$ cat src/hdl/acq_pkg.sv
// shared types for the two-channel acquisition front end
// sample widths, stream and record structs, FSM state encodings
package acq_pkg;

  // --------------------
  // widths and timing
  // --------------------

  // raw ADC sample width
  localparam int sample_w = 16;

  // clk_sys cycles with cs_n high before a frame starts
  localparam int gap_cycles = 8;

  // unsigned raw or smoothed sample
  typedef logic [sample_w-1:0] sample_t;

  // signed channel difference, one bit wider than a sample
  typedef logic signed [sample_w:0] diff_t;

  // --------------------
  // stream structs
  // --------------------

  // one sample between capture, smoothing and combine
  typedef struct packed {
    sample_t sample;
    logic    vld;
  } chan_data_t;

  // combined record as seen by the host
  typedef struct packed {
    sample_t ch_a;
    sample_t ch_b;
    diff_t   diff;
    logic    alarm;
  } result_t;

  // --------------------
  // FSM states
  // --------------------

  // serial capture
  typedef enum logic [1:0] {
    cap_gap,
    cap_shift,
    cap_done
  } cap_state_t;

  // four-phase read handshake
  typedef enum logic {
    rd_idle,
    rd_ack_hi
  } rd_state_t;

endpackage

$ cat src/hdl/acq_top.sv
// two-channel acquisition front end
// per-channel capture and smoothing, then combine and host read port
module acq_top #(
  parameter int               sclk_div    = 2,
  parameter int               avg_log2    = 2,
  parameter acq_pkg::sample_t alarm_limit = 16'd1000
) (
  input  logic             clk_sys,
  input  logic             arst_n,
  input  logic             sdata_a,
  input  logic             sdata_b,
  output logic             cs_a_n,
  output logic             sclk_a,
  output logic             cs_b_n,
  output logic             sclk_b,
  input  logic             rd_req,
  output logic             rd_ack,
  output acq_pkg::result_t rd_data,
  output logic             irq_n
);

  acq_pkg::chan_data_t ad_a;
  acq_pkg::chan_data_t ad_b;
  acq_pkg::chan_data_t sm_a;
  acq_pkg::chan_data_t sm_b;
  acq_pkg::result_t    res;
  logic                res_vld;

  // --------------------
  // channel a
  // --------------------
  ad_capture #(.sclk_div(sclk_div)) ad_a_top (
    .clk_sys(clk_sys),
    .arst_n(arst_n),
    .sdata(sdata_a),
    .cs_n(cs_a_n),
    .sclk(sclk_a),
    .smp(ad_a)
  );

  dsp_smooth #(.avg_log2(avg_log2)) dsp_a_top (
    .clk_sys(clk_sys),
    .arst_n(arst_n),
    .smp_in(ad_a),
    .smp_out(sm_a)
  );

  // --------------------
  // channel b
  // --------------------
  ad_capture #(.sclk_div(sclk_div)) ad_b_top (
    .clk_sys(clk_sys),
    .arst_n(arst_n),
    .sdata(sdata_b),
    .cs_n(cs_b_n),
    .sclk(sclk_b),
    .smp(ad_b)
  );

  dsp_smooth #(.avg_log2(avg_log2)) dsp_b_top (
    .clk_sys(clk_sys),
    .arst_n(arst_n),
    .smp_in(ad_b),
    .smp_out(sm_b)
  );

  // --------------------
  // combine and host side
  // --------------------
  app_combine #(.alarm_limit(alarm_limit)) u_app_combine (
    .clk_sys(clk_sys),
    .arst_n(arst_n),
    .a(sm_a),
    .b(sm_b),
    .res(res),
    .res_vld(res_vld)
  );

  host_port u_host_port (
    .clk_sys(clk_sys),
    .arst_n(arst_n),
    .res(res),
    .res_vld(res_vld),
    .rd_req(rd_req),
    .rd_ack(rd_ack),
    .rd_data(rd_data),
    .irq_n(irq_n)
  );

endmodule

$ cat src/hdl/ad_capture.sv
// serial ADC capture for one channel
// generates cs_n and sclk, shifts in one 16-bit sample per frame MSB first
module ad_capture #(
  parameter int sclk_div = 2
) (
  input  logic                clk_sys,
  input  logic                arst_n,
  input  logic                sdata,
  output logic                cs_n,
  output logic                sclk,
  output acq_pkg::chan_data_t smp
);

  // one counter times both the gap and the sclk half periods
  localparam int cnt_max = (sclk_div > acq_pkg::gap_cycles) ? sclk_div : acq_pkg::gap_cycles;
  localparam int cnt_w   = $clog2(cnt_max + 1);
  localparam int bit_w   = $clog2(acq_pkg::sample_w);

  acq_pkg::cap_state_t state_q;
  logic [cnt_w-1:0]    cnt_q;
  logic [bit_w-1:0]    bit_q;
  logic                cs_n_q;
  logic                sclk_q;
  logic                vld_q;
  acq_pkg::sample_t    shift_q;
  acq_pkg::sample_t    data_q;
  logic                half_end;
  logic                gap_end;
  logic                rise;
  logic                last_bit;
  acq_pkg::sample_t    shift_nxt;

  assign half_end  = (cnt_q == cnt_w'(sclk_div - 1));
  assign gap_end   = (cnt_q == cnt_w'(acq_pkg::gap_cycles - 1));
  // sclk about to go high, so sdata is taken on this edge
  assign rise      = (state_q == acq_pkg::cap_shift) && half_end && !sclk_q;
  assign last_bit  = (bit_q == bit_w'(acq_pkg::sample_w - 1));
  assign shift_nxt = {shift_q[acq_pkg::sample_w-2:0], sdata};

  // --------------------
  // frame FSM
  // --------------------
  always_ff @(posedge clk_sys or negedge arst_n) begin
    if (!arst_n) begin
      state_q <= acq_pkg::cap_gap;
      cnt_q   <= '0;
      bit_q   <= '0;
      cs_n_q  <= 1'b1;
      sclk_q  <= 1'b0;
      vld_q   <= 1'b0;
    end else begin
      vld_q <= 1'b0;
      case (state_q)
        acq_pkg::cap_gap: begin
          if (gap_end) begin
            cnt_q   <= '0;
            bit_q   <= '0;
            cs_n_q  <= 1'b0;
            state_q <= acq_pkg::cap_shift;
          end else begin
            cnt_q <= cnt_q + 1'b1;
          end
        end
        acq_pkg::cap_shift: begin
          if (half_end) begin
            cnt_q  <= '0;
            sclk_q <= ~sclk_q;
            if (rise) begin
              bit_q <= bit_q + 1'b1;
              // bit 0 lands here, frame closes
              if (last_bit) begin
                cs_n_q  <= 1'b1;
                vld_q   <= 1'b1;
                state_q <= acq_pkg::cap_done;
              end
            end
          end else begin
            cnt_q <= cnt_q + 1'b1;
          end
        end
        acq_pkg::cap_done: begin
          // finish the high half of the last sclk pulse
          if (half_end) begin
            cnt_q   <= '0;
            sclk_q  <= 1'b0;
            state_q <= acq_pkg::cap_gap;
          end else begin
            cnt_q <= cnt_q + 1'b1;
          end
        end
        default: state_q <= acq_pkg::cap_gap;
      endcase
    end
  end

  // shift-in and sample hold
  always_ff @(posedge clk_sys) begin
    if (rise) begin
      shift_q <= shift_nxt;
      if (last_bit) begin
        data_q <= shift_nxt;
      end
    end
  end

  assign cs_n = cs_n_q;
  assign sclk = sclk_q;
  assign smp  = '{sample: data_q, vld: vld_q};

endmodule

$ cat src/hdl/app_combine.sv
// combines the two smoothed channels into one record
// signed a minus b difference, alarm when its magnitude exceeds alarm_limit
module app_combine #(
  parameter acq_pkg::sample_t alarm_limit = 16'd1000
) (
  input  logic                clk_sys,
  input  logic                arst_n,
  input  acq_pkg::chan_data_t a,
  input  acq_pkg::chan_data_t b,
  output acq_pkg::result_t    res,
  output logic                res_vld
);

  acq_pkg::sample_t             hold_a_q;
  acq_pkg::sample_t             hold_b_q;
  logic                         pend_a_q;
  logic                         pend_b_q;
  logic                         pend_a;
  logic                         pend_b;
  logic                         both;
  acq_pkg::sample_t             cur_a;
  acq_pkg::sample_t             cur_b;
  acq_pkg::diff_t               diff_c;
  logic [acq_pkg::sample_w:0]   mag_c;
  logic                         alarm_c;
  acq_pkg::result_t             res_q;
  logic                         res_vld_q;

  // --------------------
  // pairing and compare
  // --------------------
  always_comb begin
    // a valid arriving now counts as pending
    pend_a  = pend_a_q | a.vld;
    pend_b  = pend_b_q | b.vld;
    both    = pend_a & pend_b;
    cur_a   = a.vld ? a.sample : hold_a_q;
    cur_b   = b.vld ? b.sample : hold_b_q;
    diff_c  = $signed({1'b0, cur_a}) - $signed({1'b0, cur_b});
    mag_c   = diff_c[acq_pkg::sample_w] ? $unsigned(-diff_c) : $unsigned(diff_c);
    alarm_c = (mag_c > {1'b0, alarm_limit});
  end

  always_ff @(posedge clk_sys or negedge arst_n) begin
    if (!arst_n) begin
      pend_a_q  <= 1'b0;
      pend_b_q  <= 1'b0;
      res_vld_q <= 1'b0;
    end else begin
      res_vld_q <= both;
      if (both) begin
        pend_a_q <= 1'b0;
        pend_b_q <= 1'b0;
      end else begin
        pend_a_q <= pend_a;
        pend_b_q <= pend_b;
      end
    end
  end

  // latest sample per channel and the record
  always_ff @(posedge clk_sys) begin
    if (a.vld) begin
      hold_a_q <= a.sample;
    end
    if (b.vld) begin
      hold_b_q <= b.sample;
    end
    if (both) begin
      res_q <= '{ch_a: cur_a, ch_b: cur_b, diff: diff_c, alarm: alarm_c};
    end
  end

  assign res     = res_q;
  assign res_vld = res_vld_q;

endmodule

$ cat src/hdl/dsp_smooth.sv
// boxcar smoothing for one channel
// averages the last 2^avg_log2 samples with a running sum
module dsp_smooth #(
  parameter int avg_log2 = 2
) (
  input  logic                clk_sys,
  input  logic                arst_n,
  input  acq_pkg::chan_data_t smp_in,
  output acq_pkg::chan_data_t smp_out
);

  localparam int depth = 2 ** avg_log2;
  // room for the sum of depth full-scale samples
  localparam int sum_w = acq_pkg::sample_w + avg_log2;

  acq_pkg::sample_t hist_q [depth];
  logic [sum_w-1:0] sum_q;
  logic [sum_w-1:0] sum_nxt;
  acq_pkg::sample_t avg_q;
  logic             vld_q;

  // new sample in, oldest of the window out
  assign sum_nxt = sum_q + sum_w'(smp_in.sample) - sum_w'(hist_q[depth-1]);

  // --------------------
  // window and running sum
  // --------------------
  always_ff @(posedge clk_sys or negedge arst_n) begin
    if (!arst_n) begin
      sum_q <= '0;
      vld_q <= 1'b0;
      for (int i = 0; i < depth; i++) begin
        hist_q[i] <= '0;
      end
    end else begin
      vld_q <= smp_in.vld;
      if (smp_in.vld) begin
        sum_q     <= sum_nxt;
        hist_q[0] <= smp_in.sample;
        for (int i = 1; i < depth; i++) begin
          hist_q[i] <= hist_q[i-1];
        end
      end
    end
  end

  // divide by depth
  always_ff @(posedge clk_sys) begin
    if (smp_in.vld) begin
      avg_q <= sum_nxt[avg_log2 +: acq_pkg::sample_w];
    end
  end

  assign smp_out = '{sample: avg_q, vld: vld_q};

endmodule

$ cat src/hdl/host_port.sv
// host read port with alarm interrupt
// keeps the latest record and serves it over a four-phase req/ack read
module host_port (
  input  logic             clk_sys,
  input  logic             arst_n,
  input  acq_pkg::result_t res,
  input  logic             res_vld,
  input  logic             rd_req,
  output logic             rd_ack,
  output acq_pkg::result_t rd_data,
  output logic             irq_n
);

  acq_pkg::rd_state_t rd_state_q;
  acq_pkg::result_t   latest_q;
  acq_pkg::result_t   rd_data_q;
  logic               alarm_pend_q;
  logic               alarm_new_q;
  logic               alarm_in;
  logic               rd_start;
  logic               rd_done;
  logic               rd_busy;

  assign alarm_in = res_vld & res.alarm;
  assign rd_start = (rd_state_q == acq_pkg::rd_idle) & rd_req;
  assign rd_done  = (rd_state_q == acq_pkg::rd_ack_hi) & ~rd_req;
  // results from here on miss the copy in rd_data
  assign rd_busy  = rd_start | (rd_state_q == acq_pkg::rd_ack_hi);

  // --------------------
  // handshake and irq
  // --------------------
  always_ff @(posedge clk_sys or negedge arst_n) begin
    if (!arst_n) begin
      rd_state_q   <= acq_pkg::rd_idle;
      alarm_pend_q <= 1'b0;
      alarm_new_q  <= 1'b0;
    end else begin
      case (rd_state_q)
        acq_pkg::rd_idle:   if (rd_req) rd_state_q <= acq_pkg::rd_ack_hi;
        acq_pkg::rd_ack_hi: if (!rd_req) rd_state_q <= acq_pkg::rd_idle;
        default:            rd_state_q <= acq_pkg::rd_idle;
      endcase

      if (rd_done) begin
        // keep irq low only for an alarm the host has not seen
        alarm_pend_q <= alarm_new_q | alarm_in;
        alarm_new_q  <= 1'b0;
      end else begin
        if (alarm_in) begin
          alarm_pend_q <= 1'b1;
        end
        if (alarm_in && rd_busy) begin
          alarm_new_q <= 1'b1;
        end
      end
    end
  end

  always_ff @(posedge clk_sys) begin
    if (res_vld) begin
      latest_q <= res;
    end
    // snapshot held for the whole read
    if (rd_start) begin
      rd_data_q <= latest_q;
    end
  end

  assign rd_ack  = (rd_state_q == acq_pkg::rd_ack_hi);
  assign rd_data = rd_data_q;
  assign irq_n   = ~alarm_pend_q;

endmodule

$ cat config.mk
export PLATFORM = sky130hd
export DESIGN_NAME = acq_top
export DESIGN_NICKNAME = d
export VERILOG_FILES = /design/src/hdl/acq_pkg.sv /design/src/hdl/acq_top.sv /design/src/hdl/ad_capture.sv /design/src/hdl/app_combine.sv /design/src/hdl/dsp_smooth.sv /design/src/hdl/host_port.sv
export SDC_FILE = /design/constraint.sdc
export NUM_CORES = 1
export LEC_CHECK = 0
export ABC_AREA = 1
export BUFFER_PORTS_ARGS = -buffer_cell sky130_fd_sc_hd__buf_2
export CAP_MARGIN = 20
export CELL_PAD_IN_SITES_DETAIL_PLACEMENT = 1
export CELL_PAD_IN_SITES_GLOBAL_PLACEMENT = 1
export CORE_MARGIN = 2
export CORE_UTILIZATION = 44
export CTS_BUF_LIST = sky130_fd_sc_hd__clkbuf_8
export CTS_CLUSTER_DIAMETER = 40
export CTS_CLUSTER_SIZE = 20
export DETAILED_ROUTE_END_ITERATION = 16
export PLACE_DENSITY_LB_ADDON = 0.08
export SYNTH_ARGS = -nofsm -noshare
export SYNTH_HDL_FRONTEND = slang
export SYNTH_SLANG_ARGS = --single-unit
$ cat constraint.sdc
create_clock -name clk_sys -period 7.7 [get_ports clk_sys]
set_input_delay 0.385 -clock clk_sys [delete_from_list [all_inputs] [get_ports clk_sys]]
set_output_delay 0.385 -clock clk_sys [all_outputs]
set_load 0.02 [all_outputs]
Yosys cells after proc, flatten, opt, wreduce, memory -nomap -nowiden
Index checks and enable logic that the tools add are counted.
{ "totals": {"elab_cells": 183, "reg_bits": 474, "output_inout_bits": 56, "inputBits": 5} }
{ "op_classes": {"n_bitwise": 13, "mux": 60, "eq_ne": 20, "magnitude_cmp": 1, "n_addsub": 10, "n_reduce_logical": 29} }
{ "ops": {"columns": ["op", "count"], "rows": [
  ["2-to-1 mux 4 bit", 10],
  ["adder 18 x 16 -> 18 bit", 2],
  ["subtractor 18 x 16 -> 18 bit", 2],
  ["2-to-1 mux 16 bit", 2],
  ["one-hot mux 4 bit (2 select lines)", 4],
  ["2-to-1 mux 1 bit", 27],
  ["2-to-1 mux 2 bit", 10],
  ["inequality test 2 x 1 -> 1 bit (second input constant)", 10],
  ["AND reduction 5 bit", 4],
  ["greater-than comparator 17 x 10 -> 1 bit (second input constant)", 1],
  ["2-to-1 mux 17 bit", 1],
  ["negation 17 bit", 1],
  ["subtractor 16 x 16 -> 17 bit", 1],
  ["adder 4 x 1 -> 4 bit (second input constant)", 4],
  ["nonzero test 2 bit", 8],
  ["one-hot mux 2 bit (3 select lines)", 2],
  ["equality test 4 x 1 -> 1 bit (second input constant)", 2],
  ["equality test 4 x 3 -> 1 bit (second input constant)", 2],
  ["equality test 4 bit (second input constant)", 2],
  ["one-hot mux 1 bit (2 select lines)", 4],
  ["AND reduction 4 bit", 2],
  ["AND reduction 3 bit", 2],
  ["logical AND 1 bit", 5],
  ["NOT 1 bit", 5],
  ["8 further kinds", 20]
]} }

Longest topological paths before layout
Gate-level depths: netlist (run 1).
{ "logic_depth": {"ltp_word": 6, "mapped_depth": 24, "ltp_nobuf": 22} }

Hierarchy
Synthesis (run 1) repeated with hierarchy kept, for this count alone.
{ "unflattened": {"hier_cells": 2089, "area_unflattened_um2": 21090.2} }
{ "modules_own_cells": {"columns": ["module", "seq_area_each_um2", "cells_per_inst", "instances", "area_each_um2"], "rows": [
  ["dsp_smooth at dsp_a_top", 2557.5, 602, 1, 5108.6],
  ["dsp_smooth at dsp_b_top", 2557.5, 606, 1, 5083.6],
  ["app_combine", 2217.1, 494, 1, 4182.8],
  ["ad_capture", 1257.5, 137, 2, 1796.7],
  ["host_port", 3078.0, 113, 1, 3121.7]
]} }

Worst setup path before layout (run 1)
Ideal clock, no wire load.
{ "synth_timing": {"path_kind": "reg2reg", "startpoint": "register ad_b_top.state_q[1]", "endpoint": "register ad_b_top.state_q[0]", "stages_incl_launch_ff": 12, "setup_slack_ns": 4.147, "t_required_ns": 7.578, "setup_time_ns": 0.122, "path_buffers": 0, "synth_period_minus_slack_ns": 3.553, "arrival_time_ns": 3.431, "cell_sequence": "dfrtp_1 inv_1 ha_1 inv_1 nor3_1 nand2_1 nor2_1 o21ai_0 inv_1 nand2_1 nor2_1 a21oi_1"} }
{ "synth_via": {"elab_chain_len": 5, "word_cells_on_any_way": 12, "classes_between": "eq/ne: 7; mux: 1; reduce/logical: 4"} }
{ "synth_lines": {"columns": ["item", "line", "source"], "rows": [
  ["from (decl)", "ad_capture.sv:19", "acq_pkg::cap_state_t state_q;"],
  ["from (signal assigned)", "ad_capture.sv:45", "state_q <= acq_pkg::cap_gap;"],
  ["from (signal assigned)", "ad_capture.sv:59", "state_q <= acq_pkg::cap_shift;"],
  ["from (signal assigned)", "ad_capture.sv:74", "state_q <= acq_pkg::cap_done;"],
  ["equality test 2 x 1 -> 1 bit", "ad_capture.sv:36", "assign rise = (state_q == acq_pkg::cap_shift) && half_end && !sclk_q;"],
  ["logical AND 1 bit (2 in a row)", "ad_capture.sv:36", null],
  ["named net ad_b_top.rise", "ad_capture.sv:29", "logic rise;"],
  ["inequality test 2 x 1 -> 1 bit (no line)", null, null],
  ["AND reduction 5 bit (no line)", null, null]
]} }
The timed path passes the listed nets, and every way through them passes these cells.
A chain may end at the register's enable or synchronous reset.

Final worst setup path (run 1)
{ "layout_timing": {"startpoint": "register dsp_a_top.vld_q", "endpoint": "register u_app_combine.res_q, in the netlist u_app_combine.res[0], data pin"} }
{ "layout_via": {"elab_chain_len": 5} }
{ "layout_lines": {"columns": ["item", "line", "source"], "rows": [
  ["from (decl)", "dsp_smooth.sv:20", "logic vld_q;"],
  ["from (signal assigned)", "dsp_smooth.sv:36", "vld_q <= smp_in.vld;"],
  ["2-to-1 mux 16 bit (*)", "app_combine.sv:37", "cur_a = a.vld ? a.sample : hold_a_q;"],
  ["subtractor 16 x 16 -> 17 bit (*)", "app_combine.sv:39", "diff_c = $signed({1'b0, cur_a}) - $signed({1'b0, cur_b});"],
  ["negation 17 bit", "app_combine.sv:40", "mag_c = diff_c[acq_pkg::sample_w] ? $unsigned(-diff_c) : $unsigned(diff_c);"],
  ["2-to-1 mux 17 bit (*)", "app_combine.sv:40", null],
  ["greater-than comparator 17 x 10 -> 1 bit (*)", "app_combine.sv:41", "alarm_c = (mag_c > {1'b0, alarm_limit});"],
  ["named net u_app_combine.alarm_c", "app_combine.sv:25", "logic alarm_c;"],
  ["to (signal assigned)", "app_combine.sv:70", "res_q <= '{ch_a: cur_a, ch_b: cur_b, diff: diff_c, alarm: alarm_c};"],
  ["to (decl)", "app_combine.sv:26", "acq_pkg::result_t res_q;"]
]} }
Mark *: on every way through the listed nets, which the timed path passes. The rest lies on a longest branch.

==> results of run 1 <==
==> power by group through the flow <==
stage	clock network (µW)	logic, µW	registers (µW)
after floorplan	0	5.94	2720
after global placement	0	54.4	2710
after detailed placement	0	55.3	2710
after CTS	2300	57.0	2660
after global routing	2390	61.3	2660
final	2210	53.8	2660
==> metrics by stage <==
step	hold slack, ns	utilization	power (µW)	area [µm²]	instances
finish	0.3206	0.5060	4926	23010	2664
global route	0.3468	0.5060	5114	23010	2664
CTS	0.2980	0.5044	5015	22940	2661
detailed placement	0.4056	0.4689	2767	21320	2523
global placement	0.4008	0.4689	2766	21320	2523
floorplan	0.08941	-	2730	20320	1893
==> flip-flops by register name, indices dropped and copies added (netlist names), 2 cells and up <==
| register | count |
|---|---|
| ad_a_top.bit_q | 4 |
| ad_a_top.cnt_q | 4 |
| ad_a_top.data_q | 16 |
| ad_a_top.shift_q | 15 |
| ad_a_top.state_q | 2 |
| ad_b_top.bit_q | 4 |
| ad_b_top.cnt_q | 4 |
| ad_b_top.data_q | 16 |
| ad_b_top.shift_q | 15 |
| ad_b_top.state_q | 2 |
| dsp_a_top.avg_q | 16 |
| dsp_a_top.hist_q | 64 |
| dsp_a_top.sum_q | 18 |
| dsp_b_top.avg_q | 16 |
| dsp_b_top.hist_q | 64 |
| dsp_b_top.sum_q | 18 |
| u_app_combine.hold_a_q | 16 |
| u_app_combine.hold_b_q | 16 |
| u_app_combine.res | 50 |
| u_host_port.latest_q | 50 |
| u_host_port.rd_data | 50 |
==> worst paths after layout <==
| path | slack (ns) | startpoint | end | depth (start not counted) |
|---|---|---|---|---|
| worst max-delay path | 3.58 | dsp_a_top.vld_q$_DFF_PN0_ | u_app_combine.res[0]$_DFFE_PP_ | 20 |
| worst min-delay path | 0.32 | arst_n | ad_b_top.bit_q[0]$_DFFE_PN0P_ | 2 |
| worst max register to register | 3.58 | dsp_a_top.vld_q$_DFF_PN0_ | u_app_combine.res[0]$_DFFE_PP_ | 20 |
| worst min register to register | 0.41 | u_app_combine.res[17]$_DFFE_PP_ | u_host_port.latest_q[17]$_DFFE_PP_ | 0 |
| max in group asynchronous | 5.93 | arst_n | u_app_combine.res_vld$_DFF_PN0_ | 3 |
| min in group clk_sys | 0.41 | u_app_combine.res[17]$_DFFE_PP_ | u_host_port.latest_q[17]$_DFFE_PP_ | 0 |
==> critical path, cell delays in order (launching register included) <==
cell and delay [ns]:
dfrtp_1 0.65, inv_1 0.35, or2_2 0.36, o21ai_0 0.19, ha_1 0.23, inv_1 0.09, fa_1 0.45, nand2_1 0.11
nand2_1 0.08, nand3_2 0.11, nand2_2 0.08, nand3_2 0.07, nand2_2 0.11, inv_2 0.30, o21ai_0 0.22, o21ai_2 0.11
nand2_1 0.07, inv_1 0.05, nor2_1 0.03, nand3_1 0.10, nand3_1 0.08
==> cells by family after synthesis <==
group | after synthesis | synth area share
AO/OA/AOI/OAI | 299 | 0.07742
flip-flops | 474 | 0.6362
buffers and inverters | 369 | 0.06861
AND/OR/NAND/NOR | 609 | 0.1259
adder cells (fa/ha/maj) | 100 | 0.07378
XOR/XNOR | 42 | 0.01811
==> layout by cell type (no fill, tap or decap), types with 30 or more instances in the layout <==
| master | n |
|---|---|
| nand2_1 | 424 |
| inv_1 | 326 |
| edfxtp_1 | 244 |
| o21ai_0 | 213 |
| dfrtp_1 | 193 |
| clkbuf_8 | 77 |
| ha_1 | 67 |
| nand3_1 | 60 |
| buf_2 | 59 |
| a21oi_1 | 56 |
| nor2_1 | 54 |
| fa_1 | 33 |
| dfxtp_1 | 32 |
| xor2_1 | 30 |
==> layout make-up <==
class / instances / area share
well taps: 600 / 0.03262
clock inverters: 58 / 0.02300
multi-input cells: 1050 / 0.2615
inverters: 327 / 0.05334
clock buffers: 76 / 0.04545
repair buffers: 79 / 0.02235
flip-flops and latches: 474 / 0.5618
==> metal layers <==
metal,vias up,share of wire
met2,138,0.47
met4,0,0.028
met5,-,0
li1,6366,-
met3,71,0.027
met1,6210,0.48
==> impl_metrics.xml, run 1 <==
<?xml version="1.0" encoding="UTF-8"?>
<metrics>
  <group name="run_status">
    <metric name="status" unit="">complete, no violations</metric>
  </group>
  <group name="sta">
    <metric name="relSlewSlack" unit="">0.3691</metric>
    <metric name="fin_setup_tns" unit="ns">0</metric>
    <metric name="final_slew_viol_count" unit="">0</metric>
    <metric name="final_critical_path_setup_slack" unit="ns">3.581</metric>
    <metric name="grt_setup_unrepaired" unit="">false</metric>
    <metric name="skew" unit="ns">0.02167</metric>
    <metric name="hold_violations" unit="">0</metric>
    <metric name="final.min_clock_period" unit="ns">4.119</metric>
    <metric name="max_clock_freq" unit="GHz">0.2428</metric>
    <metric name="worstMarginPinSlew" unit="ns">0.9464</metric>
    <metric name="final-setup-viol-count" unit="">0</metric>
    <metric name="fin_crit_sh" unit="">0.5349</metric>
  </group>
  <group name="logic_synthesis">
    <metric name="mapped_nets" unit="">1998</metric>
    <metric name="most_frequently_used_flop_master_after_synthesis" unit="">edfxtp_1</metric>
    <metric name="syn_inst" unit="">1893</metric>
    <metric name="synth-async-reset-ratio" unit="">0.4177</metric>
    <metric name="synth.distinct_cells" unit="">41</metric>
    <metric name="synth_enable_flop_cells" unit="">244</metric>
    <metric name="yosysWarningCount" unit="">0</metric>
    <metric name="post-synth-top-count-cell" unit="">nand2_1</metric>
    <metric name="synthesized_area" unit="mm²">0.02032</metric>
    <metric name="seq_area_frac_synth" unit="">0.6362</metric>
    <metric name="synth_top_cell_by_area" unit="">edfxtp_1</metric>
    <metric name="synth_largest_type_area_fraction" unit="">0.3607</metric>
    <metric name="ys_ff_latch" unit="">474</metric>
    <metric name="most_frequent_cells_after_synthesis" unit="">nand2_1 (424), inv_1 (323), edfxtp_1 (244)</metric>
    <metric name="post_synth.cell_area_avg" unit="µm²">10.73</metric>
    <metric name="synthTopCellsByArea" unit="">edfxtp_1 (36%), dfrtp_1 (24%), nand2_1 (7.8%)</metric>
  </group>
  <group name="place">
    <metric name="final_weighted_congestion_in_routability_driven_placement" unit="">0.8332</metric>
    <metric name="dpl.hpwl" unit="µm">29060</metric>
    <metric name="port-buffer-count" unit="">60</metric>
    <metric name="dp_worst_setup_slack" unit="ns">3.534</metric>
  </group>
  <group name="layout">
    <metric name="drive_above_1_share" unit="">0.1235</metric>
    <metric name="final_layout_fill_cell_count" unit="">5015</metric>
    <metric name="antennaDiodeCount" unit="">0</metric>
    <metric name="multi_input_comb_area" unit="mm²">0.006017</metric>
    <metric name="design.final.nets" unit="">2109</metric>
    <metric name="area.sequential" unit="mm²">0.01293</metric>
    <metric name="area.growth.synth_to_final" unit="%">13.28</metric>
  </group>
  <group name="worst_hold_path">
    <metric name="min_path_type" unit="">in2async</metric>
  </group>
  <group name="die">
    <metric name="fp-row-count" unit="">78</metric>
    <metric name="core" unit="mm²">0.04548</metric>
    <metric name="design.die.area" unit="mm²">0.04791</metric>
    <metric name="dieHeight" unit="µm">218.9</metric>
    <metric name="io_pins" unit="">61</metric>
    <metric name="initial_core_util" unit="">0.4467</metric>
    <metric name="die_width" unit="µm">218.9</metric>
  </group>
  <group name="clock_network">
    <metric name="ctsLongestPathBuffers" unit="">3</metric>
    <metric name="clk_pin_slew" unit="ns">0.08</metric>
    <metric name="clock-root-buffer" unit="">clkbuf_8</metric>
    <metric name="numClockSinks" unit="">474</metric>
    <metric name="tritoncts.num_buffers" unit="">72</metric>
    <metric name="post_cts_buffers" unit="">0</metric>
    <metric name="ctsHtreeMaxLevel" unit="">3</metric>
    <metric name="ctsHoldBuffers" unit="">4</metric>
    <metric name="clk_latency" unit="ns">0.65</metric>
    <metric name="postCtsResizedCells" unit="">0</metric>
    <metric name="tritoncts_clock_tree" unit="">done</metric>
  </group>
  <group name="power_and_ir_drop">
    <metric name="cellPowerDensity" unit="mW/mm²">214.1</metric>
    <metric name="power.share.switching" unit="">0.2266</metric>
    <metric name="vdd_ir_drop_max" unit="µV">151.2</metric>
    <metric name="net_switching_power_figure" unit="µW">1116</metric>
    <metric name="cellInternalPower" unit="µW">3810</metric>
    <metric name="power_frac_comb" unit="">0.011</metric>
    <metric name="power_frac_seq" unit="">0.540</metric>
    <metric name="clock_power_share" unit="">0.449</metric>
    <metric name="static_leakage_power" unit="µW">0.01001</metric>
  </group>
  <group name="global_routing">
    <metric name="gr-usage-met1" unit="">0.2424</metric>
    <metric name="use_met3" unit="">0.03313</metric>
    <metric name="largest_net_degree_at_the_start_of_global_routing" unit="">114</metric>
    <metric name="globalRouteOverflowTotal" unit="">0</metric>
    <metric name="via_count_of_the_first_global_routing_pass" unit="">13560</metric>
    <metric name="grt.total_usage" unit="">0.1815</metric>
    <metric name="grt.met2_usage" unit="">0.2959</metric>
    <metric name="globalRoute.busiestLayer" unit="">met2</metric>
    <metric name="grt_first_pass_wirelength" unit="µm">68930</metric>
    <metric name="number_of_antenna_violations_at_the_first_check_in_global_routing" unit="">0</metric>
  </group>
  <group name="detailed_routing">
    <metric name="detail_route.wl_per_cell" unit="µm">15.38</metric>
    <metric name="ant_nets" unit="">0</metric>
    <metric name="dr.first_iter.drc_count" unit="">474</metric>
    <metric name="detail_route.drc_violations" unit="">0</metric>
    <metric name="drt-pass1-iter-count" unit="">4</metric>
    <metric name="route.detailed.vias_per_inst" unit="">4.799</metric>
    <metric name="detailroute.via_count" unit="">12790</metric>
    <metric name="wirelength" unit="µm">40990</metric>
  </group>
  <group name="worst_setup_path">
    <metric name="timing.critical_path.arrival" unit="ns">4.51</metric>
    <metric name="worst_setup_path_end_kind" unit="">register</metric>
    <metric name="timing.critical_path.from_type" unit="">register</metric>
    <metric name="criticalPathCategory" unit="">reg2reg</metric>
    <metric name="max_fo_critical_path" unit="">21</metric>
    <metric name="cp_data_required_time" unit="ns">8.09</metric>
  </group>
  <group name="run">
    <metric name="number_of_maximum_capacitance_violations" unit="">0</metric>
  </group>
</metrics>
Power figures use the tool's default switching activity.
==> run 2, diff against run 1 <==
Clock period 7.7 ns to 3.3 ns, I/O delays scaled along.
==> run 2 against run 1 <==
  * Clock power grew to 2.6 times the previous value
  * Via count is 1.2% higher
  * Wire length up 2.4%
  * Power up 140%
  * Sequential power up 130%
  * Combinational power up 140%
  * Critical path depth is 1 higher
  * Worst hold slack worse by 0.21 ns
  * Sequential share of layout area decreased by 1.7 points
  * Cell count grew 0.98%
  * Critical path type unchanged
  * Critical endpoint unchanged
  * Largest power group unchanged
==> impl_metrics.xml, run 2 (synthesis results as in run 1) <==
<?xml version="1.0" encoding="UTF-8"?>
<metrics>
  <group name="worst_setup_path">
    <metric name="timing.rr.start" unit="">dsp_b_top.vld_q$_DFF_PN0_</metric>
    <metric name="timing.critical_path.arrival" unit="ns">3.54</metric>
    <metric name="cpMaxStageDelayCell" unit="">fa_2</metric>
    <metric name="cp_data_required_time" unit="ns">3.69</metric>
    <metric name="criticalPathCategory" unit="">reg2reg</metric>
    <metric name="worst_setup_path_end_kind" unit="">register</metric>
    <metric name="max_fo_critical_path" unit="">8</metric>
    <metric name="path_cells" unit="">inv_2 &gt; or2_2 &gt; o21ai_1 &gt; buf_4 &gt; fa_2 &gt; inv_2 &gt; ha_4 &gt; inv_1 &gt; nor2_1 &gt; nand3_1 &gt; nor2_2 &gt; nand3_2 &gt; inv_2 &gt; buf_4 &gt; nand2_1 &gt; nand3_1 &gt; nand2_1 &gt; nand2_1 &gt; nor2_1 &gt; nand3_1 &gt; nand3_1</metric>
    <metric name="timing.reg2reg.worst_path_depth" unit="">21</metric>
    <metric name="rr_endpoint" unit="">u_app_combine.res[0]$_DFFE_PP_</metric>
    <metric name="crit_path_max_incr_delay" unit="ns">0.44</metric>
    <metric name="worst_path_most_repeated_cell" unit="">nand3_1</metric>
    <metric name="timing.critical_path.from_type" unit="">register</metric>
    <metric name="timing.reg2reg.setup_slack" unit="ns">0.16</metric>
  </group>
  <group name="die">
    <metric name="io_pins" unit="">61</metric>
    <metric name="core" unit="mm²">0.04548</metric>
    <metric name="die_width" unit="µm">218.9</metric>
    <metric name="fp-row-count" unit="">78</metric>
    <metric name="dieHeight" unit="µm">218.9</metric>
    <metric name="design.die.area" unit="mm²">0.04791</metric>
    <metric name="initial_core_util" unit="">0.4467</metric>
  </group>
  <group name="global_routing">
    <metric name="globalRouteOverflowTotal" unit="">0</metric>
    <metric name="number_of_antenna_violations_at_the_first_check_in_global_routing" unit="">0</metric>
    <metric name="grt.met2_usage" unit="">0.2944</metric>
    <metric name="largest_net_degree_at_the_start_of_global_routing" unit="">113</metric>
    <metric name="via_count_of_the_first_global_routing_pass" unit="">13710</metric>
    <metric name="globalRoute.busiestLayer" unit="">met2</metric>
    <metric name="gr-usage-met1" unit="">0.2452</metric>
    <metric name="grt.total_usage" unit="">0.1822</metric>
    <metric name="grt_first_pass_wirelength" unit="µm">69370</metric>
    <metric name="use_met3" unit="">0.03299</metric>
  </group>
  <group name="layout">
    <metric name="antennaDiodeCount" unit="">0</metric>
    <metric name="drive_above_1_share" unit="">0.1660</metric>
    <metric name="final_layout_fill_cell_count" unit="">5001</metric>
    <metric name="area.growth.synth_to_final" unit="%">16.83</metric>
    <metric name="finalNonFillerCells" unit="">2690</metric>
    <metric name="finish.instance_area" unit="mm²">0.02373</metric>
    <metric name="reg.largest.list" unit="">dsp_a_top.hist_q x64, dsp_b_top.hist_q x64</metric>
    <metric name="most_frequent_standard_cell_in_the_layout_excluding_fill_and_tap_cells" unit="">nand2_1</metric>
    <metric name="post-route-util" unit="">0.5219</metric>
    <metric name="mostFrequentLayoutCells" unit="">nand2_1 (402), inv_1 (321), edfxtp_1 (244)</metric>
    <metric name="design.final.nets" unit="">2141</metric>
  </group>
  <group name="run">
    <metric name="number_of_maximum_capacitance_violations" unit="">0</metric>
  </group>
  <group name="sta">
    <metric name="relSlewSlack" unit="">0.4084</metric>
    <metric name="worstMarginPinSlew" unit="ns">0.8820</metric>
    <metric name="fin_crit_sh" unit="">0.9530</metric>
    <metric name="final-setup-viol-count" unit="">0</metric>
    <metric name="skew" unit="ns">0.03247</metric>
    <metric name="finalHoldWorstSlack" unit="ns">0.1077</metric>
    <metric name="final_slew_viol_count" unit="">0</metric>
    <metric name="hold_violations" unit="">0</metric>
    <metric name="final_critical_path_setup_slack" unit="ns">0.1551</metric>
    <metric name="grt_setup_unrepaired" unit="">true</metric>
    <metric name="max_clock_freq" unit="GHz">0.3180</metric>
    <metric name="final.min_clock_period" unit="ns">3.145</metric>
  </group>
  <group name="detailed_routing">
    <metric name="detailroute.via_count" unit="">12940</metric>
    <metric name="detail_route.drc_violations" unit="">0</metric>
    <metric name="wirelength" unit="µm">41970</metric>
    <metric name="detail_route.wl_per_cell" unit="µm">15.60</metric>
    <metric name="drt-pass1-iter-count" unit="">4</metric>
    <metric name="dr.first_iter.drc_count" unit="">506</metric>
    <metric name="ant_nets" unit="">0</metric>
    <metric name="route.detailed.vias_per_inst" unit="">4.810</metric>
  </group>
  <group name="place">
    <metric name="port-buffer-count" unit="">60</metric>
    <metric name="final_weighted_congestion_in_routability_driven_placement" unit="">0.8436</metric>
    <metric name="dpl_cell_area" unit="mm²">0.02151</metric>
    <metric name="dp_worst_setup_slack" unit="ns">-0.0009337</metric>
    <metric name="dpl.hpwl" unit="µm">29350</metric>
    <metric name="inst_count_dp" unit="">2544</metric>
  </group>
  <group name="clock_network">
    <metric name="clk_latency" unit="ns">0.64</metric>
    <metric name="ctsHtreeMaxLevel" unit="">3</metric>
    <metric name="tritoncts_clock_tree" unit="">done</metric>
    <metric name="tritoncts.num_buffers" unit="">70</metric>
    <metric name="numClockSinks" unit="">474</metric>
    <metric name="clock-root-buffer" unit="">clkbuf_8</metric>
    <metric name="clk_pin_slew" unit="ns">0.08</metric>
    <metric name="ctsLongestPathBuffers" unit="">3</metric>
  </group>
  <group name="run_status">
    <metric name="status" unit="">complete, no violations</metric>
  </group>
  <group name="worst_hold_path">
    <metric name="min_path_type" unit="">in2async</metric>
  </group>
  <group name="power_and_ir_drop">
    <metric name="static_leakage_power" unit="µW">0.01030</metric>
    <metric name="cellPowerDensity" unit="mW/mm²">504.5</metric>
    <metric name="vdd_ir_drop_max" unit="µV">328.5</metric>
  </group>
</metrics>
## run 2: routing by layer
layer | up-vias | routed length, µm
met5 | - | 0
met4 | 0 | 1125
met3 | 64 | 1391
met2 | 172 | 19710
met1 | 6276 | 19750
li1 | 6426 | -
## run 2: layout make-up
class | instances | area, µm² | share of cell area
flip-flops and latches | 474 | 12930 | 0.5447
multi-input cells | 1050 | 6309 | 0.2658
inverters | 327 | 1230 | 0.05182
clock buffers | 76 | 1046 | 0.04407
repair buffers | 113 | 807.0 | 0.03400
well taps | 600 | 750.7 | 0.03163
clock inverters | 50 | 663.1 | 0.02794
## run 2: repair_timing
action / in CTS / in global routing
hold buffers: 4 / 0
endpoints found under the setup margin: 1 / 7
buffers inserted: 0 / 13
gates resized for setup: 1 / 94
pin swaps: 0 / 25
endpoints found under the hold margin: 80 / 0
## run 2: worst max-delay path by stage
stage               cells past startpoint  slack, ns                      start                             end
floorplan                              22       0.05  dsp_a_top.vld_q$_DFF_PN0_  u_app_combine.res[0]$_DFFE_PP_
global placement                       20        0.1  dsp_a_top.vld_q$_DFF_PN0_  u_app_combine.res[0]$_DFFE_PP_
detailed placement                     20    -0.0009  dsp_a_top.vld_q$_DFF_PN0_  u_app_combine.res[0]$_DFFE_PP_
CTS                                    19       0.04  dsp_b_top.vld_q$_DFF_PN0_  u_app_combine.res[0]$_DFFE_PP_
global route                           20      -0.07  dsp_b_top.vld_q$_DFF_PN0_  u_app_combine.res[0]$_DFFE_PP_
finish                                 21       0.16  dsp_b_top.vld_q$_DFF_PN0_  u_app_combine.res[0]$_DFFE_PP_
## run 2: critical path, delay by kind of cell, from the launching register on
| kind | cells | cell delay (ns) |
|---|---|---|
| AO/OA/AOI/OAI | 1 | 0.07 |
| flip-flops | 1 | 0.41 |
| buffers and inverters | 6 | 0.59 |
| adder cells (fa/ha/maj) | 2 | 0.57 |
| AND/OR/NAND/NOR | 12 | 1.25 |
## run 2: through the flow
stage / TNS, ns / power [µW]
finish: 0 / 11970
detailed placement: -0.0009337 / 6459
global placement: 0 / 6458
global route: -0.06793 / 12410
floorplan: 0 / 6371
CTS: 0 / 12180
## run 2: power breakdown
| part | internal (µW) | switching, µW |
|---|---|---|
| combinational | 27.8 | 101 |
| clock | 3030 | 2610 |
| sequential | 6190 | 5.76 |
==> run 3, diff against run 2 <==
Settings changed: CORE_UTILIZATION 44 to 35.
==> run 3 against run 2 <==
  * Clock skew up 0.018 ns
  * Count of clock-buffer cells in the layout up 8
  * Combinational power about the same
  * Sequential power about the same
  * Wire length up 3.0%
  * Register-to-register slack better by 0.03 ns
  * First-iteration DRC count down 6.3%
  * Worst hold slack about the same
  * Die area up 25%
  * Power up 1.9%
  * Core utilization down 11 points
  * Critical path depth unchanged
==> impl_metrics.xml, run 3 (synthesis results as in run 1) <==
<?xml version="1.0" encoding="UTF-8"?>
<metrics>
  <group name="worst_hold_path">
    <metric name="min_path_type" unit="">in2async</metric>
  </group>
  <group name="place">
    <metric name="final_weighted_congestion_in_routability_driven_placement" unit="">0.8221</metric>
    <metric name="port-buffer-count" unit="">60</metric>
    <metric name="inst_count_dp" unit="">2732</metric>
    <metric name="dpl.hpwl" unit="µm">30770</metric>
  </group>
  <group name="layout">
    <metric name="reg.largest.list" unit="">dsp_a_top.hist_q x64, dsp_b_top.hist_q x64</metric>
    <metric name="final_layout_fill_cell_count" unit="">6333</metric>
    <metric name="area.growth.synth_to_final" unit="%">17.71</metric>
    <metric name="mostFrequentLayoutCells" unit="">nand2_1 (417), inv_1 (323), edfxtp_1 (244)</metric>
    <metric name="drive_above_1_share" unit="">0.1618</metric>
    <metric name="most_frequent_standard_cell_in_the_layout_excluding_fill_and_tap_cells" unit="">nand2_1</metric>
    <metric name="design.final.nets" unit="">2159</metric>
    <metric name="finalNonFillerCells" unit="">2886</metric>
  </group>
  <group name="sta">
    <metric name="skew" unit="ns">0.05086</metric>
    <metric name="final_slew_viol_count" unit="">0</metric>
    <metric name="fin_crit_sh" unit="">0.9444</metric>
    <metric name="worstMarginPinSlew" unit="ns">0.7733</metric>
    <metric name="final.min_clock_period" unit="ns">3.117</metric>
    <metric name="fin_setup_tns" unit="ns">0</metric>
    <metric name="max_clock_freq" unit="GHz">0.3209</metric>
    <metric name="hold_violations" unit="">0</metric>
    <metric name="relSlewSlack" unit="">0.4844</metric>
    <metric name="grt_setup_unrepaired" unit="">true</metric>
    <metric name="final-setup-viol-count" unit="">0</metric>
  </group>
  <group name="die">
    <metric name="core" unit="mm²">0.05759</metric>
    <metric name="dieHeight" unit="µm">244.9</metric>
    <metric name="fp-row-count" unit="">88</metric>
    <metric name="initial_core_util" unit="">0.3528</metric>
    <metric name="die_width" unit="µm">244.9</metric>
    <metric name="design.die.area" unit="mm²">0.05999</metric>
    <metric name="io_pins" unit="">61</metric>
  </group>
  <group name="clock_network">
    <metric name="ctsHtreeMaxLevel" unit="">3</metric>
    <metric name="clock-root-buffer" unit="">clkbuf_8</metric>
    <metric name="numClockSinks" unit="">474</metric>
    <metric name="ctsLongestPathBuffers" unit="">3</metric>
    <metric name="clk_latency" unit="ns">0.68</metric>
    <metric name="tritoncts_clock_tree" unit="">done</metric>
    <metric name="tritoncts.num_buffers" unit="">79</metric>
    <metric name="clk_pin_slew" unit="ns">0.08</metric>
  </group>
  <group name="power_and_ir_drop">
    <metric name="cellInternalPower" unit="µW">9321</metric>
    <metric name="net_switching_power_figure" unit="µW">2878</metric>
    <metric name="power_frac_seq" unit="">0.509</metric>
    <metric name="static_leakage_power" unit="µW">0.01038</metric>
    <metric name="fin_total_pwr" unit="µW">12200</metric>
    <metric name="cellPowerDensity" unit="mW/mm²">510.1</metric>
    <metric name="power_frac_comb" unit="">0.011</metric>
    <metric name="clock_power_share" unit="">0.481</metric>
    <metric name="power.share.switching" unit="">0.2359</metric>
    <metric name="vdd_ir_drop_max" unit="µV">290.6</metric>
  </group>
  <group name="global_routing">
    <metric name="grt.total_usage" unit="">0.1495</metric>
    <metric name="number_of_antenna_violations_at_the_first_check_in_global_routing" unit="">1</metric>
    <metric name="globalRouteOverflowTotal" unit="">0</metric>
    <metric name="grt_first_pass_wirelength" unit="µm">71690</metric>
    <metric name="largest_net_degree_at_the_start_of_global_routing" unit="">79</metric>
    <metric name="via_count_of_the_first_global_routing_pass" unit="">13850</metric>
  </group>
  <group name="worst_setup_path">
    <metric name="timing.critical_path.arrival" unit="ns">3.51</metric>
    <metric name="worst_setup_path_end_kind" unit="">register</metric>
    <metric name="timing.rr.start" unit="">dsp_a_top.avg_q[0]$_DFFE_PP_</metric>
    <metric name="criticalPathCategory" unit="">reg2reg</metric>
    <metric name="timing.critical_path.from_type" unit="">register</metric>
    <metric name="cp_data_required_time" unit="ns">3.69</metric>
    <metric name="timing.reg2reg.setup_slack" unit="ns">0.18</metric>
    <metric name="rr_endpoint" unit="">u_app_combine.res[0]$_DFFE_PP_</metric>
    <metric name="max_fo_critical_path" unit="">3</metric>
    <metric name="timing.reg2reg.worst_path_depth" unit="">21</metric>
  </group>
  <group name="detailed_routing">
    <metric name="detail_route.wl_per_cell" unit="µm">14.98</metric>
    <metric name="detailroute.via_count" unit="">12950</metric>
    <metric name="wirelength" unit="µm">43240</metric>
    <metric name="dr.first_iter.drc_count" unit="">474</metric>
    <metric name="detail_route.drc_violations" unit="">0</metric>
    <metric name="route.detailed.vias_per_inst" unit="">4.487</metric>
    <metric name="ant_nets" unit="">0</metric>
    <metric name="drt-pass1-iter-count" unit="">4</metric>
  </group>
  <group name="run_status">
    <metric name="status" unit="">complete, no violations</metric>
  </group>
  <group name="run">
    <metric name="number_of_maximum_capacitance_violations" unit="">0</metric>
  </group>
</metrics>
-- run 3: cell types whose count changed in the layout (fill, tap and decap cells not counted), moves of 8 or more --
cell,before,now
o21ai_2,13,5
buf_4,43,54
clkinv_2,1,9
nand2_1,402,417
nand2_2,32,14
o21ai_0,197,206
clkbuf_8,77,85
clkinvlp_4,4,12
-- run 3: final cells by class --
type	instances	area (µm²)	area share
Sequential cell	474	12930	0.5409
Multi-Input combinational cell	1050	6167	0.2579
Inverter	327	1227	0.05133
Clock buffer	84	1156	0.04835
Tap cell	765	957.2	0.04003
Timing Repair Buffer	122	817.0	0.03417
Clock inverter	63	651.9	0.02726
Antenna cell	1	2.502	0.0001046
-- run 3: what timing repair did --
action,in CTS,in global routing
hold endpoints to repair,75,0
hold buffers,4,0
resized for setup,9,41
endpoints found under the setup margin,1,6
pin swaps,2,10
setup buffers,0,2
-- run 3: how the worst max path moves through the flow --
stage                                 start                             end  cells past startpoint
3_3_place_gp      dsp_a_top.vld_q$_DFF_PN0_  u_app_combine.res[0]$_DFFE_PP_                     20
3_5_place_dp      dsp_a_top.vld_q$_DFF_PN0_  u_app_combine.res[0]$_DFFE_PP_                     20
5_1_grt           dsp_a_top.vld_q$_DFF_PN0_  u_app_combine.res[0]$_DFFE_PP_                     18
6_report       dsp_a_top.avg_q[0]$_DFFE_PP_  u_app_combine.res[0]$_DFFE_PP_                     21
4_1_cts        dsp_a_top.avg_q[0]$_DFFE_PP_  u_app_combine.res[0]$_DFFE_PP_                     21
2_1_floorplan     dsp_a_top.vld_q$_DFF_PN0_  u_app_combine.res[0]$_DFFE_PP_                     22
-- run 3: metal layers --
layer  share of wire  routed length, µm  GRT usage
met2            0.47              20350     0.2464
met5               0                  0          0
met3           0.035               1495    0.02985
met1            0.47              20440     0.1949
met4           0.022                956    0.05577
-- run 3: power by group through the flow --
| stage | clock, µW | sequential, µW | combinational (µW) |
|---|---|---|---|
| 6_report | 5870 | 6200 | 128 |
| 5_1_grt | 6350 | 6200 | 146 |
| 4_1_cts | 6110 | 6200 | 137 |
| 3_5_place_dp | 0 | 6330 | 133 |
| 3_3_place_gp | 0 | 6330 | 133 |
| 2_1_floorplan | 0 | 6360 | 13.9 |
-- run 3: stage by stage --
step / util / instance area (µm²) / setup WS [ns] / hold slack [ns]
after global routing: 0.4153 / 23910 / -0.1047 / 0.1206
final: 0.4153 / 23910 / 0.1835 / 0.1073
after global placement: 0.3798 / 21870 / -0.06686 / 0.2522
after detailed placement: 0.3801 / 21890 / -0.09523 / 0.2584
after CTS: 0.4128 / 23770 / 0.004576 / 0.07056
after floorplan: - / 20320 / 0.05111 / -0.1306
-- run 3: critical path, stage by stage (launching register included) --
cell and delay, ns:
edfxtp_1 0.38, or2_4 0.26, o21ai_2 0.07, buf_6 0.14
ha_2 0.17, inv_2 0.04, fa_2 0.45, inv_2 0.07
ha_2 0.17, inv_1 0.04, nor2_1 0.10, nand3_1 0.11
nor2_2 0.13, nand3_2 0.09, inv_2 0.09, nand3_2 0.10
nand2_2 0.09, nand2_1 0.05, nand2_1 0.05, nand3_1 0.07
nor2_1 0.10, nand3_1 0.07
